==> config.mk <==
export PLATFORM = sky130hd
export DESIGN_NAME = bpf_filter
export DESIGN_NICKNAME = d
export VERILOG_FILES = /design/src/rtl/bpf_pkg.sv /design/src/rtl/bpf_filter.sv /design/src/rtl/bpf_ret_unit.sv /design/src/rtl/bpf_execute.sv /design/src/rtl/bpf_decode.sv /design/src/rtl/bpf_scratch.sv /design/src/rtl/bpf_alu.sv
export VERILOG_INCLUDE_DIRS = /design/src /design/src/include
export SDC_FILE = /design/constraint.sdc
export NUM_CORES = 2
export LEC_CHECK = 0
export BUFFER_PORTS_ARGS = -buffer_cell sky130_fd_sc_hd__buf_2
export CORE_ASPECT_RATIO = 1.1
export CORE_MARGIN = 10
export CORE_UTILIZATION = 47
export CTS_BUF_LIST = sky130_fd_sc_hd__clkbuf_8
export CTS_CLUSTER_SIZE = 30
export DETAILED_ROUTE_END_ITERATION = 16
export PLACE_DENSITY = 0.61
export SYNTH_ARGS = -nofsm -noshare
export SYNTH_HDL_FRONTEND = slang
export SYNTH_SLANG_ARGS = --single-unit
==> constraint.sdc <==
create_clock -name clk -period 10.4 [get_ports clk]
set_input_delay 1.04 -clock clk [delete_from_list [all_inputs] [get_ports clk]]
set_output_delay 1.04 -clock clk [all_outputs]
set_load 0.05 [all_outputs]
==> src/include/bpf_params.svh <==
`ifndef BPF_PARAMS_SVH
`define BPF_PARAMS_SVH

// Address widths
`define BPF_CODE_ADDR_WIDTH 10  // 1K instructions
`define BPF_BYTE_ADDR_WIDTH 12  // 4 KB packet buffer
`define BPF_SCRATCH_WORDS   16  // M[0..15]

// Field masks on the low opcode byte
`define BPF_CLS_MASK  8'h07
`define BPF_MODE_MASK 8'he0
`define BPF_OP_MASK   8'hf0
`define BPF_SRC_MASK  8'h08
`define BPF_RVAL_MASK 8'h18  // RET operand field

// Instruction classes
`define BPF_CLS_LD   8'h00
`define BPF_CLS_LDX  8'h01
`define BPF_CLS_ST   8'h02
`define BPF_CLS_STX  8'h03
`define BPF_CLS_ALU  8'h04
`define BPF_CLS_JMP  8'h05
`define BPF_CLS_RET  8'h06
`define BPF_CLS_MISC 8'h07

// Addressing modes, word size only
`define BPF_MODE_IMM 8'h00
`define BPF_MODE_ABS 8'h20
`define BPF_MODE_IND 8'h40
`define BPF_MODE_MEM 8'h60
`define BPF_MODE_LEN 8'h80
`define BPF_MODE_MSH 8'ha0

// Operand source
`define BPF_SRC_K 8'h00
`define BPF_SRC_X 8'h08
`define BPF_SRC_A 8'h10  // RET A

// ALU ops
`define BPF_OP_ADD 8'h00
`define BPF_OP_SUB 8'h10
`define BPF_OP_OR  8'h40
`define BPF_OP_AND 8'h50
`define BPF_OP_LSH 8'h60
`define BPF_OP_RSH 8'h70

// Jump ops
`define BPF_OP_JA   8'h00
`define BPF_OP_JEQ  8'h10
`define BPF_OP_JGT  8'h20
`define BPF_OP_JGE  8'h30
`define BPF_OP_JSET 8'h40

// Misc ops
`define BPF_OP_TAX 8'h00
`define BPF_OP_TXA 8'h80

`endif
==> src/rtl/bpf_pkg.sv <==
`default_nettype none

`include "bpf_params.svh"

package bpf_pkg;

    typedef logic [31:0] word_t;
    typedef logic [`BPF_CODE_ADDR_WIDTH-1:0] code_addr_t;
    typedef logic [`BPF_BYTE_ADDR_WIDTH-1:0] byte_addr_t;

    // Same layout as struct sock_filter
    typedef struct packed {
        logic [15:0] opcode;
        logic [7:0]  jt;
        logic [7:0]  jf;
        word_t       k;
    } insn_t;

    typedef enum logic [2:0] {a_imm, a_packet, a_scratch, a_len, a_alu, a_x} a_sel_e;
    typedef enum logic [2:0] {x_imm, x_scratch, x_len, x_msh, x_a} x_sel_e;
    typedef enum logic [1:0] {pc_plus_1, pc_plus_jt, pc_plus_jf, pc_plus_k} pc_sel_e;
    typedef enum logic [2:0] {
        alu_add, alu_sub, alu_and, alu_or, alu_lsh, alu_rsh, alu_cmp
    } alu_op_e;
    typedef enum logic {addr_abs, addr_ind} addr_sel_e;

    typedef enum logic [2:0] {st_idle, st_fetch, st_decode, st_exec, st_write} ctrl_state_e;

    // Compare results of A against B
    typedef struct packed {
        logic eq;
        logic gt;
        logic ge;
        logic set;
    } flags_t;

    typedef struct packed {
        a_sel_e    a_sel;
        logic      a_en;      // Write state only
        x_sel_e    x_sel;
        logic      x_en;
        pc_sel_e   pc_sel;
        logic      pc_en;
        logic      b_is_x;    // ALU operand B is X, else k
        alu_op_e   alu_op;
        logic      scratch_wr;
        logic      scratch_from_x;
        addr_sel_e addr_sel;  // Valid from exec on
        logic      pkt_load;  // Bounds check armed
    } ctrl_t;

endpackage

`default_nettype wire

==> src/rtl/bpf_filter.sv <==
`timescale 1ns/1ps
`default_nettype none

module bpf_filter (
    input  wire logic            clk,
    input  wire logic            rst,
    input  wire logic            start,
    input  wire bpf_pkg::word_t  packet_len,
    output bpf_pkg::code_addr_t  inst_rd_addr,
    input  wire bpf_pkg::insn_t  inst_data,
    output bpf_pkg::byte_addr_t  packet_rd_addr,
    input  wire bpf_pkg::word_t  packet_data,
    output logic                 busy,
    output logic                 done,
    output bpf_pkg::word_t       accept_len
);

    bpf_pkg::ctrl_t  ctrl;
    bpf_pkg::insn_t  insn;      // Latched instruction
    bpf_pkg::flags_t flags;
    bpf_pkg::word_t  acc;
    logic            abort;     // Out of bounds packet load
    logic            pc_clear;
    logic            ret_strobe;
    logic            ret_from_a;

    bpf_decode bpf_decode_inst (
        .clk        (clk),
        .rst        (rst),
        .start      (start),
        .inst_data  (inst_data),
        .flags      (flags),
        .abort      (abort),
        .ctrl       (ctrl),
        .insn       (insn),
        .pc_clear   (pc_clear),
        .ret_strobe (ret_strobe),
        .ret_from_a (ret_from_a),
        .busy       (busy)
    );

    bpf_execute bpf_execute_inst (
        .clk            (clk),
        .rst            (rst),
        .pc_clear       (pc_clear),
        .ctrl           (ctrl),
        .insn           (insn),
        .packet_len     (packet_len),
        .packet_data    (packet_data),
        .inst_rd_addr   (inst_rd_addr),
        .packet_rd_addr (packet_rd_addr),
        .flags          (flags),
        .acc            (acc),
        .abort          (abort)
    );

    bpf_ret_unit bpf_ret_unit_inst (
        .clk        (clk),
        .rst        (rst),
        .ret_strobe (ret_strobe),
        .ret_from_a (ret_from_a),
        .abort      (abort),
        .k          (insn.k),
        .acc        (acc),
        .packet_len (packet_len),
        .done       (done),
        .accept_len (accept_len)
    );

endmodule

`default_nettype wire

==> src/rtl/bpf_ret_unit.sv <==
`timescale 1ns/1ps
`default_nettype none

module bpf_ret_unit (
    input  wire logic           clk,
    input  wire logic           rst,
    input  wire logic           ret_strobe,
    input  wire logic           ret_from_a,
    input  wire logic           abort,
    input  wire bpf_pkg::word_t k,
    input  wire bpf_pkg::word_t acc,
    input  wire bpf_pkg::word_t packet_len,
    output logic                done,
    output bpf_pkg::word_t      accept_len
);

    bpf_pkg::word_t ret_val;
    bpf_pkg::word_t verdict;

    assign ret_val = ret_from_a ? acc : k;
    // Never accept more than the packet holds
    assign verdict = abort                  ? '0 :
                     (ret_val > packet_len) ? packet_len : ret_val;

    always_ff @(posedge clk) begin
        if (rst) begin
            done       <= 1'b0;
            accept_len <= '0;
        end else begin
            done <= ret_strobe | abort;                        // Single cycle, write is
            if (ret_strobe || abort) accept_len <= verdict;    // Held until next run ends
        end
    end

endmodule

`default_nettype wire

==> src/rtl/bpf_execute.sv <==
`timescale 1ns/1ps
`default_nettype none

`include "bpf_params.svh"

module bpf_execute (
    input  wire logic            clk,
    input  wire logic            rst,
    input  wire logic            pc_clear,
    input  wire bpf_pkg::ctrl_t  ctrl,
    input  wire bpf_pkg::insn_t  insn,
    input  wire bpf_pkg::word_t  packet_len,
    input  wire bpf_pkg::word_t  packet_data,
    output bpf_pkg::code_addr_t  inst_rd_addr,
    output bpf_pkg::byte_addr_t  packet_rd_addr,
    output bpf_pkg::flags_t      flags,
    output bpf_pkg::word_t       acc,
    output logic                 abort
);

    localparam int scratch_aw = $clog2(`BPF_SCRATCH_WORDS);

    bpf_pkg::word_t      a_q;
    bpf_pkg::word_t      x_q;
    bpf_pkg::code_addr_t pc_q;
    bpf_pkg::code_addr_t pc_inc;        // Next instruction
    bpf_pkg::word_t      alu_b;
    bpf_pkg::word_t      alu_result;
    bpf_pkg::word_t      scratch_wdata;
    bpf_pkg::word_t      scratch_rdata;
    logic [32:0]         pkt_base;      // Unwrapped byte address
    logic                oob;

    assign inst_rd_addr = pc_q;
    assign acc          = a_q;
    assign pc_inc       = pc_q + 1'b1;

    // Packet address, k or X + k
    assign pkt_base = (ctrl.addr_sel == bpf_pkg::addr_ind) ? {1'b0, x_q} + {1'b0, insn.k}
                                                           : {1'b0, insn.k};
    assign packet_rd_addr = pkt_base[`BPF_BYTE_ADDR_WIDTH-1:0];
    assign oob   = ({1'b0, pkt_base} + 34'd4) > {2'b00, packet_len}; // Word must fit in packet
    assign abort = ctrl.pkt_load & oob;

    always_ff @(posedge clk) begin
        if (rst) begin
            a_q <= '0;
        end else if (ctrl.a_en && !abort) begin
            case (ctrl.a_sel)
                bpf_pkg::a_imm:     a_q <= insn.k;
                bpf_pkg::a_packet:  a_q <= packet_data;   // Big-endian word at address
                bpf_pkg::a_scratch: a_q <= scratch_rdata;
                bpf_pkg::a_len:     a_q <= packet_len;
                bpf_pkg::a_alu:     a_q <= alu_result;
                bpf_pkg::a_x:       a_q <= x_q;           // TXA
                default:            a_q <= a_q;
            endcase
        end
    end

    always_ff @(posedge clk) begin
        if (rst) begin
            x_q <= '0;
        end else if (ctrl.x_en && !abort) begin
            case (ctrl.x_sel)
                bpf_pkg::x_imm:     x_q <= insn.k;
                bpf_pkg::x_scratch: x_q <= scratch_rdata;
                bpf_pkg::x_len:     x_q <= packet_len;
                bpf_pkg::x_msh:     x_q <= {26'd0, packet_data[27:24], 2'b00}; // 4*(P[k]&0xf)
                bpf_pkg::x_a:       x_q <= a_q;           // TAX
                default:            x_q <= x_q;
            endcase
        end
    end

    // Offsets count from the following instruction
    always_ff @(posedge clk) begin
        if (rst || pc_clear) begin
            pc_q <= '0;
        end else if (ctrl.pc_en) begin
            case (ctrl.pc_sel)
                bpf_pkg::pc_plus_1:  pc_q <= pc_inc;
                bpf_pkg::pc_plus_jt: pc_q <= pc_inc + bpf_pkg::code_addr_t'(insn.jt);
                bpf_pkg::pc_plus_jf: pc_q <= pc_inc + bpf_pkg::code_addr_t'(insn.jf);
                bpf_pkg::pc_plus_k:  pc_q <= pc_inc + bpf_pkg::code_addr_t'(insn.k); // JA
                default:             pc_q <= pc_inc;
            endcase
        end
    end

    assign alu_b = ctrl.b_is_x ? x_q : insn.k;

    bpf_alu bpf_alu_inst (
        .clk    (clk),
        .a      (a_q),
        .b      (alu_b),
        .op     (ctrl.alu_op),
        .result (alu_result),
        .flags  (flags)
    );

    assign scratch_wdata = ctrl.scratch_from_x ? x_q : a_q; // STX or ST

    bpf_scratch bpf_scratch_inst (
        .clk   (clk),
        .addr  (insn.k[scratch_aw-1:0]),
        .wdata (scratch_wdata),
        .wr_en (ctrl.scratch_wr),
        .rdata (scratch_rdata)
    );

endmodule

`default_nettype wire

==> src/rtl/bpf_decode.sv <==
`timescale 1ns/1ps
`default_nettype none

`include "bpf_params.svh"

module bpf_decode (
    input  wire logic           clk,
    input  wire logic           rst,
    input  wire logic           start,
    input  wire bpf_pkg::insn_t inst_data,
    input  wire bpf_pkg::flags_t flags,
    input  wire logic           abort,
    output bpf_pkg::ctrl_t      ctrl,
    output bpf_pkg::insn_t      insn,
    output logic                pc_clear,
    output logic                ret_strobe,
    output logic                ret_from_a,
    output logic                busy
);

    bpf_pkg::ctrl_state_e state, state_nxt;
    bpf_pkg::insn_t       insn_q;
    logic [7:0]           opc;       // Classic BPF code byte
    logic                 in_write;
    logic                 is_ret;

    assign opc      = insn_q.opcode[7:0];
    assign in_write = (state == bpf_pkg::st_write);
    assign is_ret   = ((opc & `BPF_CLS_MASK) == `BPF_CLS_RET);

    assign ret_strobe = in_write & is_ret;
    assign ret_from_a = ret_strobe & ((opc & `BPF_RVAL_MASK) == `BPF_SRC_A);
    assign busy       = (state != bpf_pkg::st_idle) | pc_clear; // Low again with done
    assign insn       = insn_q;

    always_ff @(posedge clk) begin
        if (rst) begin
            state    <= bpf_pkg::st_idle;
            pc_clear <= 1'b0;
        end else begin
            state    <= state_nxt;
            pc_clear <= (state == bpf_pkg::st_idle) & start & ~pc_clear; // Start ignored once launched
        end
    end

    always_comb begin
        case (state)
            bpf_pkg::st_idle:   state_nxt = pc_clear ? bpf_pkg::st_fetch : bpf_pkg::st_idle;
            bpf_pkg::st_fetch:  state_nxt = bpf_pkg::st_decode;
            bpf_pkg::st_decode: state_nxt = bpf_pkg::st_exec;
            bpf_pkg::st_exec:   state_nxt = bpf_pkg::st_write;
            bpf_pkg::st_write:  state_nxt = (is_ret | abort) ? bpf_pkg::st_idle : bpf_pkg::st_fetch;
            default:            state_nxt = bpf_pkg::st_idle;
        endcase
    end

    // Memory answered the fetch address during decode
    always_ff @(posedge clk) begin
        if (state == bpf_pkg::st_decode) insn_q <= inst_data;
    end

    always_comb begin
        ctrl        = '0;
        ctrl.pc_sel = bpf_pkg::pc_plus_1;
        ctrl.pc_en  = 1'b1;
        ctrl.b_is_x = ((opc & `BPF_SRC_MASK) == `BPF_SRC_X);
        case (opc & `BPF_CLS_MASK)
            `BPF_CLS_LD: begin
                ctrl.a_en = 1'b1;
                case (opc & `BPF_MODE_MASK)
                    `BPF_MODE_IMM: ctrl.a_sel = bpf_pkg::a_imm;
                    `BPF_MODE_ABS: begin
                        ctrl.a_sel    = bpf_pkg::a_packet;
                        ctrl.pkt_load = 1'b1;
                    end
                    `BPF_MODE_IND: begin
                        ctrl.a_sel    = bpf_pkg::a_packet;
                        ctrl.addr_sel = bpf_pkg::addr_ind; // X + k
                        ctrl.pkt_load = 1'b1;
                    end
                    `BPF_MODE_MEM: ctrl.a_sel = bpf_pkg::a_scratch;
                    `BPF_MODE_LEN: ctrl.a_sel = bpf_pkg::a_len;
                    default:       ctrl.a_en  = 1'b0;
                endcase
            end
            `BPF_CLS_LDX: begin
                ctrl.x_en = 1'b1;
                case (opc & `BPF_MODE_MASK)
                    `BPF_MODE_IMM: ctrl.x_sel = bpf_pkg::x_imm;
                    `BPF_MODE_MEM: ctrl.x_sel = bpf_pkg::x_scratch;
                    `BPF_MODE_LEN: ctrl.x_sel = bpf_pkg::x_len;
                    `BPF_MODE_MSH: begin
                        ctrl.x_sel    = bpf_pkg::x_msh;
                        ctrl.pkt_load = 1'b1; // Same 4 byte window check as word loads
                    end
                    default:       ctrl.x_en  = 1'b0;
                endcase
            end
            `BPF_CLS_ST:  ctrl.scratch_wr = 1'b1;
            `BPF_CLS_STX: begin
                ctrl.scratch_wr     = 1'b1;
                ctrl.scratch_from_x = 1'b1;
            end
            `BPF_CLS_ALU: begin
                ctrl.a_sel = bpf_pkg::a_alu;
                ctrl.a_en  = 1'b1;
                case (opc & `BPF_OP_MASK)
                    `BPF_OP_ADD: ctrl.alu_op = bpf_pkg::alu_add;
                    `BPF_OP_SUB: ctrl.alu_op = bpf_pkg::alu_sub;
                    `BPF_OP_AND: ctrl.alu_op = bpf_pkg::alu_and;
                    `BPF_OP_OR:  ctrl.alu_op = bpf_pkg::alu_or;
                    `BPF_OP_LSH: ctrl.alu_op = bpf_pkg::alu_lsh;
                    `BPF_OP_RSH: ctrl.alu_op = bpf_pkg::alu_rsh;
                    default:     ctrl.a_en   = 1'b0; // mul, div, neg not built
                endcase
            end
            `BPF_CLS_JMP: begin
                ctrl.alu_op = bpf_pkg::alu_cmp;
                // Flags registered in exec
                case (opc & `BPF_OP_MASK)
                    `BPF_OP_JA:   ctrl.pc_sel = bpf_pkg::pc_plus_k;
                    `BPF_OP_JEQ:  ctrl.pc_sel = flags.eq  ? bpf_pkg::pc_plus_jt : bpf_pkg::pc_plus_jf;
                    `BPF_OP_JGT:  ctrl.pc_sel = flags.gt  ? bpf_pkg::pc_plus_jt : bpf_pkg::pc_plus_jf;
                    `BPF_OP_JGE:  ctrl.pc_sel = flags.ge  ? bpf_pkg::pc_plus_jt : bpf_pkg::pc_plus_jf;
                    `BPF_OP_JSET: ctrl.pc_sel = flags.set ? bpf_pkg::pc_plus_jt : bpf_pkg::pc_plus_jf;
                    default:      ctrl.pc_sel = bpf_pkg::pc_plus_1;
                endcase
            end
            `BPF_CLS_MISC: begin
                if ((opc & `BPF_OP_MASK) == `BPF_OP_TXA) begin
                    ctrl.a_sel = bpf_pkg::a_x;
                    ctrl.a_en  = 1'b1;
                end else if ((opc & `BPF_OP_MASK) == `BPF_OP_TAX) begin
                    ctrl.x_sel = bpf_pkg::x_a;
                    ctrl.x_en  = 1'b1;
                end
            end
            default: ctrl.pc_en = 1'b0; // RET, run ends
        endcase

        // Everything that changes state happens in write
        ctrl.a_en       = ctrl.a_en & in_write;
        ctrl.x_en       = ctrl.x_en & in_write;
        ctrl.pc_en      = ctrl.pc_en & in_write;
        ctrl.scratch_wr = ctrl.scratch_wr & in_write;
        ctrl.pkt_load   = ctrl.pkt_load & in_write;
    end

endmodule

`default_nettype wire

==> src/rtl/bpf_scratch.sv <==
`timescale 1ns/1ps
`default_nettype none

`include "bpf_params.svh"

module bpf_scratch (
    input  wire logic                                    clk,
    input  wire logic [$clog2(`BPF_SCRATCH_WORDS)-1:0]   addr,
    input  wire bpf_pkg::word_t                          wdata,
    input  wire logic                                    wr_en,
    output bpf_pkg::word_t                               rdata
);

    bpf_pkg::word_t mem [`BPF_SCRATCH_WORDS];

    always_ff @(posedge clk) begin
        if (wr_en) mem[addr] <= wdata;
        rdata <= mem[addr];  // Address from exec, data in write
    end

endmodule

`default_nettype wire

==> src/rtl/bpf_alu.sv <==
`timescale 1ns/1ps
`default_nettype none

module bpf_alu (
    input  wire logic             clk,
    input  wire bpf_pkg::word_t   a,
    input  wire bpf_pkg::word_t   b,
    input  wire bpf_pkg::alu_op_e op,
    output bpf_pkg::word_t        result,
    output bpf_pkg::flags_t       flags
);

    bpf_pkg::word_t result_nxt;
    logic [4:0]     shamt;

    assign shamt = b[4:0]; // Shift count mod 32

    always_comb begin
        case (op)
            bpf_pkg::alu_add: result_nxt = a + b;   // Wraps at 32 bits
            bpf_pkg::alu_sub: result_nxt = a - b;
            bpf_pkg::alu_and: result_nxt = a & b;
            bpf_pkg::alu_or:  result_nxt = a | b;
            bpf_pkg::alu_lsh: result_nxt = a << shamt;
            bpf_pkg::alu_rsh: result_nxt = a >> shamt; // Logical
            bpf_pkg::alu_cmp: result_nxt = a;       // Jumps only look at flags
            default:          result_nxt = a;
        endcase
    end

    // Flags track every cycle, unsigned compares
    always_ff @(posedge clk) begin
        result    <= result_nxt;
        flags.eq  <= (a == b);
        flags.gt  <= (a > b);
        flags.ge  <= (a >= b);
        flags.set <= |(a & b);
    end

endmodule

`default_nettype wire

==> flow_summary_export.csv <==
group,metric,value,unit
sta,finalCritPeriodShare,0.833,
power_and_ir_drop,power_leakage,17.8,nW
outcome,status,"finished clean",
placement,detailed_place_hpwl,113000,um
global_route,grt_max_degree,136,
route,drt_wl_total,159000,um
power_and_ir_drop,power_density,144,mW/mm^2
worst_hold_path,worstHoldStart,"inst_data[7]",
worst_setup_path,cp.required,11.04,ns
logic_synthesis,yosys-top-cells-area,"edfxtp_1 (40%), mux4_2 (8.5%), dfxtp_1 (8.4%)",
logic_synthesis,synthTopCellsByCount,"edfxtp_1 (568), o21ai_0 (263), nor2_1 (253)",
die,io_pins,187,
worst_setup_path,worstPathMaxFanout,135,
clocking,root_buffer,"clkbuf_8",
logic_synthesis,yosysMostFrequentCell,"edfxtp_1",
die,dieArea,0.103,mm^2
clocking,tritoncts,"done",
clocking,clk_latency,0.83,ns
logic_synthesis,syn_area,0.0427,mm^2
logic_synthesis,yosys.area.top_type,"edfxtp_1",
clocking,htree_levels,3,
sta,finalSetupTns,0,ns
worst_setup_path,crit_arrival,9.30,ns
clocking,numCtsBuffers,120,
global_route,globalRouteOverflowTotal,0,
worst_setup_path,r2r-start,"bpf_decode_inst.insn[1]",
worst_setup_path,cp-end-kind,"flip-flop",
worst_setup_path,r2r_cells,28,
sta,clock_skew,0.0521,ns
logic_synthesis,netlist.area_leader.share,0.400,
die,die_w,307,um
logic_synthesis,ys_types,93,
logic_synthesis,synth_cells,3675,
power_and_ir_drop,ir_drop,165,uV
route,drt_iter0_drc,4540,
clocking,cts.clk_slew.worst_paths,0.07,ns
sta,max_slew_margin,0.210,
sta,final_hold_viol_count,0,
die,initial_core_util,0.475,
layout,final_cells,5109,
logic_synthesis,synth_edf_count,568,
clocking,cts_max_path_buffers,3,
placement,place.gp.congestion,0.987,
worst_setup_path,cp_common_cell,"o211ai_1",
clocking,cts.sinks,747,
sta,rsz0062_at_grt,"no",
worst_hold_path,hold_path_class,"in2reg",
worst_setup_path,cpLargestDelayFamily,"simple AND/OR/NAND/NOR gates",
worst_setup_path,reg2reg_to,"bpf_execute_inst.acc[2]",
logic_synthesis,synth_seq_cells,747,
global_route,antenna_found_initial,13,
route,detail_route.drc_violations,0,
worst_setup_path,critPathBufInv,2,
route,dr.pass1.iters,9,
worst_setup_path,slowest_delay,0.83,ns
layout,finalNetCount,4167,
route,vias,33600,
global_route,first_global_vias,32100,
route,drtAntennaViolNets,0,
clocking,cts-resized-gates,0,
placement,portBuffers,178,
worst_setup_path,r2r_slack,1.74,ns
placement,dp.cells,4875,
route,avgViaCountPerCell,6.57,
sta,worstMarginPinSlew,1.18,ns
logic_synthesis,synth-seq-area-share,0.484,
logic_synthesis,ys_async_sr_fraction,0,
sta,max_freq,115,MHz
worst_hold_path,hold_path_end,"bpf_decode_inst.insn[7]",
flow_run,drv_cap,0,
worst_setup_path,start_kind,"flip-flop",
logic_synthesis,syn_nets,4015,
layout,synthToLayoutAreaGrowth,11.4,%
global_route,track_usage,0.300,
sta,final-setup-viol-count,0,
logic_synthesis,avgSynthCellArea,11.6,um^2
worst_setup_path,crit_slowest_cell,"and2_4",
layout,drive_gt1_frac,0.197,
sta,slew_violations,0,
worst_setup_path,crit_type,"reg2reg",
logic_synthesis,ys.flop_type,"edfxtp_1",
global_route,grt_pass1_wl,227000,um
die,core,0.0898,mm^2
worst_hold_path,hold_depth,1,
logic_synthesis,yosysWarnings,0,
die,die_y,336,um
clocking,cts_setup_buffers,0,
route,wl_per_cell,31.2,um
die,rows,115,
clocking,holdBufCountCts,0,
sta,fin_crit,8.66,ns
## metal layers
layer  vias up  wire [um]  share of wire  track usage
met1     16600      62500           0.39        0.386
met5         -         64        0.00040            0
met3       488      15600          0.098       0.0746
met2      1909      70400           0.44        0.455
met4        12      10800          0.068        0.182
li1      14600          -              -            -
## worst max-delay path by stage
| stage | cells after the start | slack, ns | from | end |
|---|---|---|---|---|
| finish | 28 | 1.74 | bpf_decode_inst.insn[1] | bpf_execute_inst.acc[2] |
| global route | 28 | 1.22 | bpf_decode_inst.insn[1] | bpf_execute_inst.acc[2] |
| CTS | 28 | 1.77 | bpf_decode_inst.insn[1] | bpf_execute_inst.acc[2] |
| global placement | 28 | 1.87 | bpf_decode_inst.insn[1] | bpf_execute_inst.acc[2] |
| floorplan | 33 | 3.17 | bpf_decode_inst.insn[55] | bpf_execute_inst.acc[10] |
| detailed placement | 28 | 1.86 | bpf_decode_inst.insn[1] | bpf_execute_inst.acc[1] |
## flip-flops by register name, indices dropped and copies added, names as in the netlist
signal,flops
bpf_decode_inst.state,3
bpf_execute_inst.bpf_alu_inst.result,32
bpf_execute_inst.bpf_scratch_inst.mem,512
bpf_execute_inst.x_q,32
bpf_decode_inst.insn,56
bpf_execute_inst.inst_rd_addr,10
bpf_ret_unit_inst.accept_len,32
bpf_execute_inst.bpf_alu_inst.flags,4
bpf_ret_unit_inst.done,1
bpf_decode_inst.pc_clear,1
bpf_execute_inst.bpf_scratch_inst.rdata,32
bpf_execute_inst.acc,32
## metrics by stage
| step | power (W) | area, um^2 | setup slack [ns] | utilization | hold WS (ns) |
|---|---|---|---|---|---|
| floorplan | 0.00393 | 42700 | 3.17 | - | 0.451 |
| global placement | 0.00429 | 45000 | 1.87 | 0.501 | 0.473 |
| detailed placement | 0.00429 | 45000 | 1.86 | 0.501 | 0.480 |
| CTS | 0.00687 | 47500 | 1.77 | 0.529 | 0.349 |
| global route | 0.00709 | 47500 | 1.22 | 0.529 | 0.368 |
| finish | 0.00686 | 47500 | 1.74 | 0.529 | 0.390 |
## layout by cell type (no fill, tap or decap), drive strengths merged, types with 23 or more instances in the layout
cell type  netlist  layout
a21o            64      64
a21oi          232     232
a222oi          66      66
a22oi           46      46
a311oi          39      39
and2            42      42
buf             53     265
clkbuf         182     142
clkinv           2      44
dfxtp          179     179
edfxtp         568     568
ha             205     205
inv            155     189
mux2            63      63
mux2i          177     177
mux4           161     161
nand2          250     250
nand2b          23      23
nand3           79      79
nand4           32      32
nor2           254     254
nor3            52      52
o211ai          34      34
o21ai          268     268
o21bai          25      25
o31ai           43      43
xnor2           39      39
xor2            24      24
## worst register-to-register path, delay by kind of cell, from the launching register on
family	cells	cell delay, ns
buf+inv	2	0.98
simple gates	13	4.30
compound gates	11	2.10
flops	1	0.39
fa+ha+maj	2	0.70
## final cells by class
class	count	area [um^2]
fillers	7855	42300
multi-input cells	2536	20700
flip-flops and latches	747	20600
clock buffers	142	1950
repair buffers	265	1580
well taps	1170	1460
inverters	157	589
clock inverters	84	539
diodes	8	20.0
## cell families after synthesis
logic type	Yosys count	share of synthesized area
AOI/OAI and AO/OA	1021	0.170
and+or+nand+nor	842	0.0920
adders and majority gates	209	0.0620
DFF	747	0.484
xor gates and xnor gates	63	0.0129
muxes	401	0.143
buffers and inverters	392	0.0361
## report_power, final
group	leakage, nW	switching (W)	internal [W]
combinational	9.60	0.000598	0.000337
sequential	6.75	0.0000908	0.00323
clock	1.40	0.00125	0.00136
total	17.8	0.00194	0.00493
Note: power is estimated with default switching activity, not from simulation.
